<file path="src/hdl/msx_glue_pkg.sv">
`default_nettype none

package msx_glue_pkg;

   // ======================================
   // Host status word layout
   // ======================================
   localparam int STATUS_W       = 64;
   localparam int ST_RESET       = 0;
   localparam int ST_AR_LO       = 1;
   localparam int ST_SL_LO       = 3;
   localparam int ST_SCALE_LO    = 5;
   localparam int ST_VCROP       = 7;
   localparam int ST_TAPE_REWIND = 9;
   localparam int ST_DETACH      = 10;

   // Download slot of a cassette image
   localparam logic [5:0] CAS_INDEX = 6'd5;

   // Virtual drives served by the host
   localparam int VDNUM     = 6;
   localparam int VSD_DRIVE = 4;

   // ======================================
   // Video aspect and crop
   // ======================================
   localparam logic [11:0] ARX_NORMAL = 12'd400;
   localparam logic [11:0] ARX_WIDE   = 12'd340;
   localparam logic [11:0] ARY_NORMAL = 12'd300;

   // 4:3 modes of 1920x1440 and above fail the 1.5x width test
   localparam logic [11:0] WIDE_4X3_MIN_W = 12'd1440;

   // SD activity window in clk21m cycles, roughly 50 ms
   localparam int unsigned SD_ACT_CYCLES = 1000000;

   localparam int DDR3_ADDR_W = 28;

   typedef enum logic [1:0] {
      AR_ORIGINAL = 2'd0,
      AR_FULL     = 2'd1,
      AR_CUSTOM1  = 2'd2,
      AR_CUSTOM2  = 2'd3
   } ar_mode_t;

   // Video menu settings
   typedef struct packed {
      ar_mode_t   ar;
      logic [1:0] scanlines;
      logic [1:0] scale;
      logic       vcrop_en;
   } video_cfg_t;

   // Values handed to the HDMI scaler
   typedef struct packed {
      logic [11:0] arx;
      logic [11:0] ary;
      logic [9:0]  crop_size;
   } aspect_t;

   // One requester of the DDR3 read port
   typedef struct packed {
      logic [DDR3_ADDR_W-1:0] addr;
      logic                   rd;
   } ddr3_rd_t;

   typedef struct packed {
      logic sck;
      logic mosi;
      logic cs;
   } sd_pins_t;

endpackage

`default_nettype wire

</file>
<file path="src/hdl/host_control.sv">
`timescale 1ns/100ps
`default_nettype none

module host_control (
   input  logic [msx_glue_pkg::STATUS_W-1:0] status,
   input  logic                              forced_scandoubler,
   input  logic                              ext_reset,
   input  logic                              ioctl_download,
   input  logic [15:0]                       ioctl_index,
   input  msx_glue_pkg::ddr3_rd_t            dl_req,
   input  logic                              dl_active,
   input  msx_glue_pkg::ddr3_rd_t            cas_req,
   output msx_glue_pkg::video_cfg_t          video_cfg,
   output logic                              scandoubler,
   output logic                              sys_reset,
   output logic                              cas_rewind,
   output msx_glue_pkg::ddr3_rd_t            ddr3_sel
);

   import msx_glue_pkg::*;

   logic cas_download;

   // ======================================
   // Menu status decode
   // ======================================
   assign video_cfg.ar        = ar_mode_t'(status[ST_AR_LO +: 2]);
   assign video_cfg.scanlines = status[ST_SL_LO +: 2];
   assign video_cfg.scale     = status[ST_SCALE_LO +: 2];
   assign video_cfg.vcrop_en  = status[ST_VCROP];

   // Any scanline effect needs the doubled line rate
   assign scandoubler = forced_scandoubler | (|video_cfg.scanlines);

   // ======================================
   // Reset and cassette rewind
   // ======================================
   // Detach also restarts the machine
   assign sys_reset = ext_reset | status[ST_RESET] | status[ST_DETACH];

   // A new CAS file is loading
   assign cas_download = ioctl_download & (ioctl_index[5:0] == CAS_INDEX);

   // Tape goes back to the start on menu request, new image or reset
   assign cas_rewind = status[ST_TAPE_REWIND] | cas_download | sys_reset;

   // ======================================
   // DDR3 read port
   // ======================================
   // Download engine wins while it holds the port
   always_comb begin
      if (dl_active) begin
         ddr3_sel = dl_req;
      end else begin
         ddr3_sel = cas_req;
      end
   end

endmodule

`default_nettype wire

</file>
<file path="src/hdl/video_crop.sv">
`timescale 1ns/100ps
`default_nettype none

module video_crop (
   input  logic                     clk21m,
   input  logic                     rst_n,
   input  logic [11:0]              hdmi_width,
   input  logic [11:0]              hdmi_height,
   input  logic                     scandoubler,
   input  msx_glue_pkg::video_cfg_t video_cfg,
   output msx_glue_pkg::aspect_t    aspect
);

   import msx_glue_pkg::*;

   logic [12:0] wide_limit;
   logic        wide_screen;
   logic [9:0]  crop;
   logic        wide_ar;
   aspect_t     aspect_d;

   // Width at least 1.5 times the height, kept in 13 bits
   assign wide_limit  = {1'b0, hdmi_height} + {2'b00, hdmi_height[11:1]};
   assign wide_screen = ({1'b0, hdmi_width} >= wide_limit);

   // ======================================
   // Crop lookup by output height
   // ======================================
   always_comb begin
      crop    = 10'd0;
      wide_ar = 1'b0;
      if (wide_screen && !scandoubler) begin
         case (hdmi_height)
            12'd480:  crop = 10'd240;
            12'd600: begin
               crop    = 10'd200;
               wide_ar = video_cfg.vcrop_en;
            end
            12'd720:  crop = 10'd240;
            // NTSC shows only 250 lines of the 256
            12'd768:  crop = 10'd256;
            12'd800: begin
               crop    = 10'd200;
               wide_ar = video_cfg.vcrop_en;
            end
            12'd1080: crop = 10'd216;
            12'd1200: crop = 10'd240;
            default:  crop = 10'd0;
         endcase
      end else if ((hdmi_width >= WIDE_4X3_MIN_W) && !scandoubler) begin
         case (hdmi_height)
            12'd1440: crop = 10'd240;
            12'd1536: crop = 10'd256;
            default:  crop = 10'd0;
         endcase
      end
   end

   // ======================================
   // Aspect ratio
   // ======================================
   always_comb begin
      aspect_d.crop_size = video_cfg.vcrop_en ? crop : 10'd0;
      if (video_cfg.ar == AR_ORIGINAL) begin
         aspect_d.arx = wide_ar ? ARX_WIDE : ARX_NORMAL;
         aspect_d.ary = ARY_NORMAL;
      end else begin
         // Scaler reads small arx values as a custom ratio index
         aspect_d.arx = 12'(video_cfg.ar) - 12'd1;
         aspect_d.ary = 12'd0;
      end
   end

   always_ff @(posedge clk21m) begin
      if (!rst_n) begin
         aspect <= '0;
      end else begin
         aspect <= aspect_d;
      end
   end

endmodule

`default_nettype wire

</file>
<file path="src/hdl/sd_route.sv">
`timescale 1ns/100ps
`default_nettype none

module sd_route #(
   parameter int unsigned act_cycles = msx_glue_pkg::SD_ACT_CYCLES
) (
   input  logic                   clk21m,
   input  logic                   rst_n,
   input  logic                   img_mounted_vsd,
   input  logic [31:0]            img_size,
   input  logic                   spi_clk,
   input  logic                   spi_mosi,
   input  logic                   card_miso,
   input  logic                   vsd_miso,
   output logic                   core_miso,
   output msx_glue_pkg::sd_pins_t sd_pins,
   output logic                   led_user,
   output logic [1:0]             led_disk
);

   logic        vsd_sel;
   logic        sel_miso;
   logic        old_mosi;
   logic        old_miso;
   logic        spi_toggle;
   logic [31:0] act_cnt;
   logic        activity;

   // ======================================
   // Card selection
   // ======================================
   // Mounting a non-empty image switches to the virtual card
   always_ff @(posedge clk21m) begin
      if (!rst_n) begin
         vsd_sel <= 1'b0;
      end else if (img_mounted_vsd) begin
         vsd_sel <= |img_size;
      end
   end

   assign sel_miso  = vsd_sel ? vsd_miso : card_miso;
   assign core_miso = sel_miso;

   // Real card stays quiet while the image is in use
   assign sd_pins.sck  = spi_clk & ~vsd_sel;
   assign sd_pins.mosi = spi_mosi & ~vsd_sel;
   assign sd_pins.cs   = vsd_sel;

   // ======================================
   // Activity window
   // ======================================
   always_ff @(posedge clk21m) begin
      old_mosi <= spi_mosi;
      old_miso <= sel_miso;
   end

   assign spi_toggle = (old_mosi ^ spi_mosi) | (old_miso ^ sel_miso);

   // Saturates at act_cycles, which means idle
   always_ff @(posedge clk21m) begin
      if (!rst_n) begin
         act_cnt <= act_cycles;
      end else if (spi_toggle) begin
         act_cnt <= 32'd0;
      end else if (act_cnt < act_cycles) begin
         act_cnt <= act_cnt + 32'd1;
      end
   end

   assign activity = (act_cnt < act_cycles);

   assign led_user = vsd_sel & activity;
   assign led_disk = {1'b1, ~vsd_sel & activity};

endmodule

`default_nettype wire

</file>
<file path="src/hdl/msx_glue_top.sv">
`timescale 1ns/100ps
`default_nettype none

module msx_glue_top #(
   parameter int unsigned act_cycles = msx_glue_pkg::SD_ACT_CYCLES
) (
   input  logic                              clk21m,
   input  logic                              rst_n,
   // Host menu and downloads
   input  logic [msx_glue_pkg::STATUS_W-1:0] status,
   input  logic                              forced_scandoubler,
   input  logic                              ext_reset,
   input  logic                              ioctl_download,
   input  logic [15:0]                       ioctl_index,
   input  msx_glue_pkg::ddr3_rd_t            dl_req,
   input  logic                              dl_active,
   input  msx_glue_pkg::ddr3_rd_t            cas_req,
   output logic                              scandoubler,
   output logic                              sys_reset,
   output logic                              cas_rewind,
   output msx_glue_pkg::ddr3_rd_t            ddr3_sel,
   // Video
   input  logic [11:0]                       hdmi_width,
   input  logic [11:0]                       hdmi_height,
   output msx_glue_pkg::aspect_t             aspect,
   output logic [1:0]                        vga_sl,
   output logic [1:0]                        scale,
   // SD card and image
   input  logic [msx_glue_pkg::VDNUM-1:0]    img_mounted,
   input  logic [31:0]                       img_size,
   input  logic                              spi_clk,
   input  logic                              spi_mosi,
   input  logic                              card_miso,
   input  logic                              vsd_miso,
   output logic                              core_miso,
   output msx_glue_pkg::sd_pins_t            sd_pins,
   output logic                              led_user,
   output logic [1:0]                        led_disk
);

   import msx_glue_pkg::*;

   video_cfg_t video_cfg;

   assign vga_sl = video_cfg.scanlines;
   assign scale  = video_cfg.scale;

   host_control i_host_control (
      .status             (status),
      .forced_scandoubler (forced_scandoubler),
      .ext_reset          (ext_reset),
      .ioctl_download     (ioctl_download),
      .ioctl_index        (ioctl_index),
      .dl_req             (dl_req),
      .dl_active          (dl_active),
      .cas_req            (cas_req),
      .video_cfg          (video_cfg),
      .scandoubler        (scandoubler),
      .sys_reset          (sys_reset),
      .cas_rewind         (cas_rewind),
      .ddr3_sel           (ddr3_sel)
   );

   video_crop i_video_crop (
      .clk21m      (clk21m),
      .rst_n       (rst_n),
      .hdmi_width  (hdmi_width),
      .hdmi_height (hdmi_height),
      .scandoubler (scandoubler),
      .video_cfg   (video_cfg),
      .aspect      (aspect)
   );

   // Drive slot VSD_DRIVE carries the SD card image
   sd_route #(
      .act_cycles (act_cycles)
   ) i_sd_route (
      .clk21m          (clk21m),
      .rst_n           (rst_n),
      .img_mounted_vsd (img_mounted[VSD_DRIVE]),
      .img_size        (img_size),
      .spi_clk         (spi_clk),
      .spi_mosi        (spi_mosi),
      .card_miso       (card_miso),
      .vsd_miso        (vsd_miso),
      .core_miso       (core_miso),
      .sd_pins         (sd_pins),
      .led_user        (led_user),
      .led_disk        (led_disk)
   );

endmodule

`default_nettype wire

</file>
<file path="config.mk">
export PLATFORM = sky130hd
export DESIGN_NAME = msx_glue_top
export DESIGN_NICKNAME = d
export VERILOG_FILES = /design/src/hdl/msx_glue_pkg.sv /design/src/hdl/host_control.sv /design/src/hdl/video_crop.sv /design/src/hdl/sd_route.sv /design/src/hdl/msx_glue_top.sv
export SDC_FILE = /design/constraint.sdc
export NUM_CORES = 1
export LEC_CHECK = 0
export BUFFER_PORTS_ARGS = -buffer_cell sky130_fd_sc_hd__buf_4
export CORE_AREA = 2 2 111 113
export DETAILED_ROUTE_END_ITERATION = 8
export DIE_AREA = 0 0 113 115
export RECOVER_POWER = 100
export SLEW_MARGIN = 10
export SYNTH_ARGS = -nofsm -noshare
export SYNTH_HDL_FRONTEND = slang
export SYNTH_SLANG_ARGS = --single-unit
</file>
<file path="constraint.sdc">
create_clock -name clk21m -period 7.6 [get_ports clk21m]
set_clock_uncertainty 0.05 [all_clocks]
set_input_delay 0.38 -clock clk21m [delete_from_list [all_inputs] [get_ports clk21m]]
set_output_delay 0.38 -clock clk21m [all_outputs]
set_load 0.01 [all_outputs]
</file>
# Word-level counts from Yosys, hierarchy flattened
# Index checks and enable logic that the tools add are counted.
[op_classes]
n_addsub = 3
n_lt_le_gt_ge = 3
n_eq_ne = 10
muxes = 12
n_bitwise = 15
reduce_logical = 11
[op_table]
columns = ["operator", "count"]
rows = [
  ["$eq 12x10->1 const B", 4],
  ["$eq 12x11->1 const B", 4],
  ["$mux 20", 2],
  ["$pmux 9 s4", 1],
  ["$add 32x1->32 const B", 1],
  ["$lt 32x20->1 const B", 1],
  ["$reduce_or 32->1", 1],
  ["$mux 29", 1],
  ["$mux 24", 1],
  ["$mux 10", 2],
  ["$pmux 9 s2", 1],
  ["$add 12x11->13", 1],
  ["$ge 12x13->1", 1],
  ["$eq 12x9->1 const B", 1],
  ["$ge 12x11->1 const B", 1],
  ["$mux 8", 1],
  ["$eq 6x3->1 const B", 1],
  ["$or 1x1->1", 6],
  ["$reduce_or 2->1", 3],
  ["$and 1x1->1", 5],
  ["$mux 1", 3],
  ["$reduce_or 3->1", 1],
  ["$sub 2x1->3 const B", 1],
  ["$logic_and 1x1->1", 2],
  ["6 further kinds", 8],
]
[totals]
reg_bits = 69
inputBits = 210
output_inout_bits = 77
wordCells = 62

# Logic depth before layout (Yosys ltp)
# Gate-level depths: netlist of the first run.
[depth]
word_depth = 7
ltp_mapped = 16

# Hierarchy
# From an unflattened synthesis of the first run, not the netlist that was laid out.
[hier_totals]
cells_unflattened = 423
area_unflattened_um2 = 3726.1
[by_module_without_submodules]
columns = ["mod", "instances", "cells_per_inst", "area_each_um2", "seq_area_each_um2"]
rows = [
  ["video_crop", 1, 201, 1644.1, 220.2],
  ["sd_route", 1, 178, 1594.0, 700.7],
  ["host_control", 1, 44, 488.0, 0.0],
]

# Least setup slack after synthesis of the first run
# Ideal clock, no wire load.
[synth_timing]
path_type = "input -> register"
from = "in hdmi_height[2]"
to = "reg i_video_crop.aspect[8] (netlist name)"
setup_time_ns = 0.079
arrival_time_ns = 3.531
required_time_ns = 7.471
slack_ns = 3.939
stages = 14
path_buffers = 0
path_cell_list = "inv_1 -> ha_1 -> o21a_1 -> a2111oi_0 -> o21ai_0 -> a31o_2 -> a21oi_1 -> xnor2_1 -> ha_1 -> a211o_1 -> a211oi_1 -> a211o_1 -> or4bb_1 -> a211oi_2"
[synth_between]
elab_chain_len = 4
word_cells_on_any_way = 18
[synth_lines]
columns = ["item", "line", "rtl"]
rows = [
  ["from (decl)", "msx_glue_top.sv:24", "input logic [11:0] hdmi_height,"],
  ["$add 12x11->13, or another cell as far along", "video_crop.sv:23", "assign wide_limit = {1'b0, hdmi_height} + {2'b00, hdmi_height[11:1]};"],
  ["$ge 12x13->1, or another cell as far along", "video_crop.sv:24", "assign wide_screen = ({1'b0, hdmi_width} >= wide_limit);"],
  ["$logic_and 1x1->1, or another cell as far along", "video_crop.sv:32", "if (wide_screen && !scandoubler) begin"],
  ["$mux 10 *", "video_crop.sv:32", ""],
]
# Mark *: on every way between the ends. The rest lies on a longest branch, timed or not.
# A chain may end at the register's enable or synchronous reset.

# Worst setup path in the final report of the first run
[layout_timing]
from = "in hdmi_height[2]"
to = "reg i_video_crop.aspect[8] (netlist name)"
[layout_between]
elab_chain_len = 4
word_cells_on_any_way = 18
[layout_lines]
columns = ["item", "line"]
rows = [
  ["$add 12x11->13, or another cell as far along", "video_crop.sv:23"],
  ["$ge 12x13->1, or another cell as far along", "video_crop.sv:24"],
  ["$logic_and 1x1->1, or another cell as far along", "video_crop.sv:32"],
  ["$mux 10 *", "video_crop.sv:32"],
]
# Marks and branches as above.

==> results.cfg, run 1 <==
[worst_setup_path]
cp_max_fo = 4
critical_path_arrival_ns = 4.19
required_ns = 7.75
crit_type = in -> reg
crit_path_end_kind = flip-flop
timing.rr.start = i_sd_route.act_cnt[7]
crit_path_start_kind = primary input
cp-startpoint = hdmi_height[2]

[grt]
antenna_found_initial = 0
grt_pass1_vias = 3363
grt_overflow_total = 0
grt_pass1_wl_um = 15900
grt_max_degree = 30
grt_use_total_pct = 15.0

[timing]
worst_pin_slew_ns = 1.59
hold_slack_ns = 0.213
drv_slew = 30
rsz0062_at_grt = no
period_share_pct = 53.1
slew_headroom_pct = -6.19
fin_crit_ns = 4.03
setup_viol = 0
hold_viol = 0
timing.fmax_mhz = 248
setup_tns_ns = 0

[finish]
ff_latch_area_um2 = 921
multi_input_area_um2 = 2280
antenna_cells = 0
syn2layout_area_growth_pct = 40.2
drive_above_1_share_pct = 31.1
n_fill_cell = 1245
final_nets = 829

[routing]
drtAntennaViolNets = 0
routed_via_density = 4.62
first_pass_iters = 6
vias = 3356
wl_per_cell_um = 13.8
routed_wl_um = 10000
drtIter0Drc = 100
route.detailed.drc = 5

[floorplanning]
die_y_um = 115
coreArea_um2 = 11800
fp.dieArea_um2 = 13000
rows = 40
die_w_um = 113
initial_core_util_pct = 29.5
boundaryPins = 287

[clock_network]
cts_tree = done
htreeDepth = 2
cts.clk_slew.worst_paths_ns = 0.06
postCtsSetupBuffers = 0
clk_latency_ns = 0.29
postCtsResizedCells = 0
ctsLongestPathBuffers = 2
clock-sinks = 46
cts_inserted_buffers = 5
clockRootBuffer = clkbuf_16
holdBufCountCts = 0

[logic_synthesis]
synth.mux.area_fraction_pct = 10.3
synth_compound_area_share_pct = 12.8
syn_area_per_cell_um2 = 8.80
synth_top_area_share_pct = 26.4
ys.flop_type = dfxtp_1
synth_simple_gate_area_share_pct = 18.9
synth_edf_count = 0
synthAdderAreaFrac_pct = 14.9
synth_seq_cells = 46
synthCells = 396
async_flop_share_pct = 0
ys_warn_count = 0
yosys-top-cells-area = dfxtp_1 (26%), ha_1 (14%), mux2_2 (10%), buf_4 (6.2%), xor2_1 (5.3%)
synth_common_cells = dfxtp_1 (46), ha_1 (40), mux2_2 (31), buf_4 (29), nor2_1 (26)
synth_xor_area_share_pct = 7.04
syn_area_um2 = 3490
synth.distinct_cells = 54
yosysSeqAreaShare_pct = 26.4
synth_top_family_by_area = simple AND/OR/NAND/NOR gates
synth.most_common_cell = dfxtp_1
synth_top_cell_by_area = dfxtp_1

[run_status]
status = finished, violations left
violations = design-rule violations, max-capacitance violations, max-slew violations

[worst_hold_path]
min_from = spi_mosi
hold_class = in -> reg

[pwr]
ir_worst_vdd_v = 0.0000905
cellPowerDensity_nw_per_um2 = 138
cellLeakagePower_nw = 2.23

[place]
hpwlAfterDp_um = 8510
portBuffers = 200
place_congestion = 0.885

[job]
max_cap_viol_count = 1
[metal layers]
layer | global-route usage (%) | share of wire [%] | up-vias
met3 | 4.11 | 7.1 | 9
met5 | 0 | 0 | -
met2 | 25.4 | 48 | 106
met1 | 19.0 | 44 | 1520
li1 | - | - | 1721
met4 | 3.58 | 1.0 | 0
[per-stage QoR]
stage / power, mW / utilization [%] / cells / instance area (um2) / setup slack (ns)
2_1_floorplan: 0.379 / - / 408 / 3530 / 3.94
3_3_place_gp: 0.475 / 42.1 / 718 / 4970 / 3.35
3_5_place_dp: 0.480 / 42.1 / 718 / 4970 / 3.34
4_1_cts: 0.700 / 43.3 / 726 / 5120 / 3.62
5_1_grt: 0.716 / 41.4 / 726 / 4890 / 3.34
6_report: 0.676 / 41.4 / 726 / 4890 / 3.57
[where the power goes]
group          switching, mW  internal [mW]
Sequential           0.00499          0.247
Clock                 0.0873          0.130
Combinational         0.0958          0.110
Total                  0.188          0.488
[flip-flops by register name (all words and copies together) (netlist names)]
register and count:
i_sd_route.old_miso 1, i_sd_route.act_cnt 32, i_sd_route.old_mosi 1, i_sd_route.vsd_sel 1, i_video_crop.aspect 11
[placed cells by master, fill, tap and decap left out, types with 3 or more instances in the layout]
| cell type | n |
|---|---|
| dfxtp_1 | 46 |
| conb_1 | 14 |
| o31ai_1 | 3 |
| nand4_1 | 9 |
| nor2b_1 | 3 |
| nor3_1 | 5 |
| buf_4 | 137 |
| o21a_1 | 8 |
| clkbuf_16 | 5 |
| a211o_1 | 5 |
| o21ai_0 | 17 |
| ha_1 | 40 |
| and3_1 | 5 |
| a21oi_1 | 8 |
| nand2_1 | 24 |
| clkbuf_1 | 61 |
| nor4_1 | 10 |
| nand3_1 | 12 |
| nand2b_1 | 4 |
| xnor2_1 | 7 |
| mux2_1 | 5 |
| inv_1 | 21 |
| a211oi_1 | 4 |
| and2_0 | 9 |
| and2_1 | 3 |
| nor2_1 | 26 |
| a21o_1 | 5 |
| mux2_2 | 26 |
| xor2_1 | 21 |
[cell families (layout without fill, tap and decap cells)]
kind of cell	Yosys count	in the layout
and+or+nand+nor	125	125
AOI/OAI and AO/OA	64	64
buffers and inverters	58	229
DFF	46	46
adders and majority gates	41	41
muxes	32	32
xor gates and xnor gates	28	28
other	2	14
[final timing paths]
kind                            cells past startpoint  slack (ns)                      to
worst max-delay path                               15        3.57  i_video_crop.aspect[8]
worst min-delay path                                1        0.21     i_sd_route.old_mosi
worst max register to register                      6        5.29  i_sd_route.act_cnt[18]
worst min register to register                      1        0.41  i_sd_route.act_cnt[24]
[critical path: stages]
cell and delay [ns]:
clkbuf_1 0.15, inv_1 0.12, ha_1 0.37, o21a_1 0.22, a2111oi_0 0.57, o21ai_0 0.24, a31o_2 0.27, a21oi_1 0.17
xnor2_1 0.14, ha_1 0.27, a211o_1 0.27, a211oi_1 0.21, a211o_1 0.22, or4bb_1 0.40, a211oi_1 0.20
[area by class of cell]
cell class | count | share of cell area [%]
clock buffer | 6 | 2.84
clock inverter | 2 | 0.256
inverter | 21 | 1.61
multi-input combinational | 304 | 46.6
sequential | 46 | 18.8
tap | 147 | 3.76
timing repair buffer | 200 | 26.0
Power figures use the tool's default switching activity.
==> run 2: changes to the inputs <==
--- a/config.mk
+++ b/config.mk
@@ -9,6 +9,7 @@
 export CORE_AREA = 2 2 111 113
 export DETAILED_ROUTE_END_ITERATION = 8
 export DIE_AREA = 0 0 113 115
+export PLACE_DENSITY = 0.67
 export RECOVER_POWER = 100
 export SLEW_MARGIN = 10
 export SYNTH_ARGS = -nofsm -noshare
==> constraint.sdc (replaced) <==
create_clock -name clk21m -period 3.3 [get_ports clk21m]
set_clock_uncertainty 0.05 [all_clocks]
set_input_delay 0.165 -clock clk21m [delete_from_list [all_inputs] [get_ports clk21m]]
set_output_delay 0.165 -clock clk21m [all_outputs]
set_load 0.01 [all_outputs]
==> run 2 against run 1 <==
  * The run still ends with design-rule violations, max-capacitance violations, max-slew violations left
  * Sequential power increased by 130%
  * Sequential cell count is the same
  * Final cell count increased by 3.6%
  * Total power up 140%
  * Cell area up 7.7%
  * Via count rose by 4.9%
  * Critical path depth down 1
  * Sequential share of layout area down 1.3 points
  * Critical endpoint unchanged
  * Largest power group unchanged
  * Highest routed layer unchanged
==> results.cfg, run 2 (synthesized netlist as in run 1, its figures left out) <==
[timing]
slew_headroom_pct = -2.13
period_share_pct = 99.8
rsz0062_at_grt = yes
drv_slew = 30
setup_viol = 0
setup_tns_ns = 0
hold_viol = 0
worst_pin_slew_ns = 1.53
timing.fmax_mhz = 304
finalWorstSetupSlack_ns = 0.00646
fin_crit_ns = 3.29
hold_slack_ns = 0.108

[routing]
route.detailed.drc = 11
routed_via_density = 4.68
wl_per_cell_um = 15.4
routed_wl_um = 11600
drtAntennaViolNets = 0
drtIter0Drc = 140
first_pass_iters = 8
vias = 3519

[finish]
final_common_cell = buf_4
layout_common_cells = buf_4 (167), clkbuf_1 (53), dfxtp_1 (46)
reg_top3 = i_sd_route.act_cnt: 32 flops, i_video_crop.aspect: 11 flops
largest_reg_flops = 32
antenna_cells = 0
syn2layout_area_growth_pct = 50.9
regMostFlops = i_sd_route.act_cnt
drive_above_1_share_pct = 36.9
n_fill_cell = 1233
final_nets = 856

[grt]
grt_max_degree = 30
antenna_found_initial = 0
grt_use_total_pct = 17.2
grt_pass1_vias = 3510
grt_pass1_wl_um = 17900
grt_overflow_total = 0

[pwr]
cellLeakagePower_nw = 2.41
ir_worst_vdd_v = 0.000180
cellPowerDensity_nw_per_um2 = 305

[clock_network]
clock-sinks = 46
cts_inserted_buffers = 5
cts_tree = done
htreeDepth = 2
cts.clk_slew.worst_paths_ns = 0.06
clockRootBuffer = clkbuf_16
clk_latency_ns = 0.28
ctsLongestPathBuffers = 2

[floorplanning]
coreArea_um2 = 11800
die_w_um = 113
die_y_um = 115
initial_core_util_pct = 29.5
boundaryPins = 287
fp.dieArea_um2 = 13000
rows = 40

[run_status]
status = finished, violations left
violations = design-rule violations, max-capacitance violations, max-slew violations

[worst_setup_path]
rr_endpoint = i_sd_route.act_cnt[6]
required_ns = 3.46
r2r_cells = 4
cp-startpoint = hdmi_height[5]
r2r_slack_ns = 0.97
crit_path_end_kind = flip-flop
timing.rr.start = i_sd_route.vsd_sel
endpoint = i_video_crop.aspect[8]
crit_path_start_kind = primary input
critical_path_arrival_ns = 3.45
crit_type = in -> reg
cp_max_fo = 4

[worst_hold_path]
hold_class = in -> reg
hold_depth = 2

[place]
hpwlAfterDp_um = 9870
place_congestion = 0.966
portBuffers = 200
pre_cts_ws_ns = -0.309

[job]
max_cap_viol_count = 1
==> run 2: report_power, final <==
part           internal (mW)  switching [mW]  leakage, nW
logic                  0.301           0.254         1.96
registers              0.569          0.0111        0.375
clock network          0.273           0.194       0.0694
total                   1.14           0.459         2.41
==> run 2: timing repair <==
item / CTS / global route
pin swaps: 0 / 5
hold endpoints to repair: 2 / 0
resized for setup: 1 / 20
cloned: 0 / 0
setup endpoints to repair: 1 / 7
buffers inserted: 0 / 0
hold buffers: 2 / 0
==> run 2: worst min path at each step <==
stage,start,end,slack (ns)
global placement,spi_mosi,i_sd_route.old_mosi,0.24
detailed placement,spi_mosi,i_sd_route.old_mosi,0.24
floorplan,spi_mosi,i_sd_route.old_mosi,0.14
global route,rst_n,i_sd_route.act_cnt[17],0.11
finish,rst_n,i_sd_route.act_cnt[17],0.11
CTS,img_size[16],i_sd_route.vsd_sel,0.10
==> run 2: final cells by class <==
type	count	area (um2)	area share, %
Clock buffer	5	125	2.38
Clock inverter	2	10.0	0.190
Inverter	21	82.6	1.57
Multi-Input combinational cell	304	2410	45.8
Sequential cell	46	921	17.5
Tap cell	147	184	3.50
Timing Repair Buffer	227	1530	29.1
==> run 2: per-layer routing <==
metal  GRT usage, %  up-vias  share of wire [%]
li1               -     1770                  -
met1           23.7     1650                 47
met2           29.0       94                 48
met3           3.00        5                5.0
met4           2.11        0               0.50
met5              0        -                  0
==> run 2: worst max-delay path: stages <==
cell      delay, ns
buf_4          0.13
ha_1           0.22
or4_1          0.53
o22a_2         0.21
a21o_2         0.19
a21oi_2        0.13
xor2_1         0.19
ha_1           0.28
a21o_1         0.17
a211o_1        0.26
a211oi_2       0.15
a211o_1        0.18
or4bb_1        0.42
a211oi_2       0.21
==> run 2: stage by stage <==
stage / instance area, um2 / total power, mW / cells / utilization (%)
detailed placement: 5190 / 1.16 / 743 / 44.0
finish: 5260 / 1.60 / 752 / 44.5
CTS: 5360 / 1.63 / 752 / 45.4
floorplan: 3570 / 0.883 / 408 / -
global placement: 5190 / 1.14 / 743 / 44.0
global route: 5260 / 1.69 / 752 / 44.5
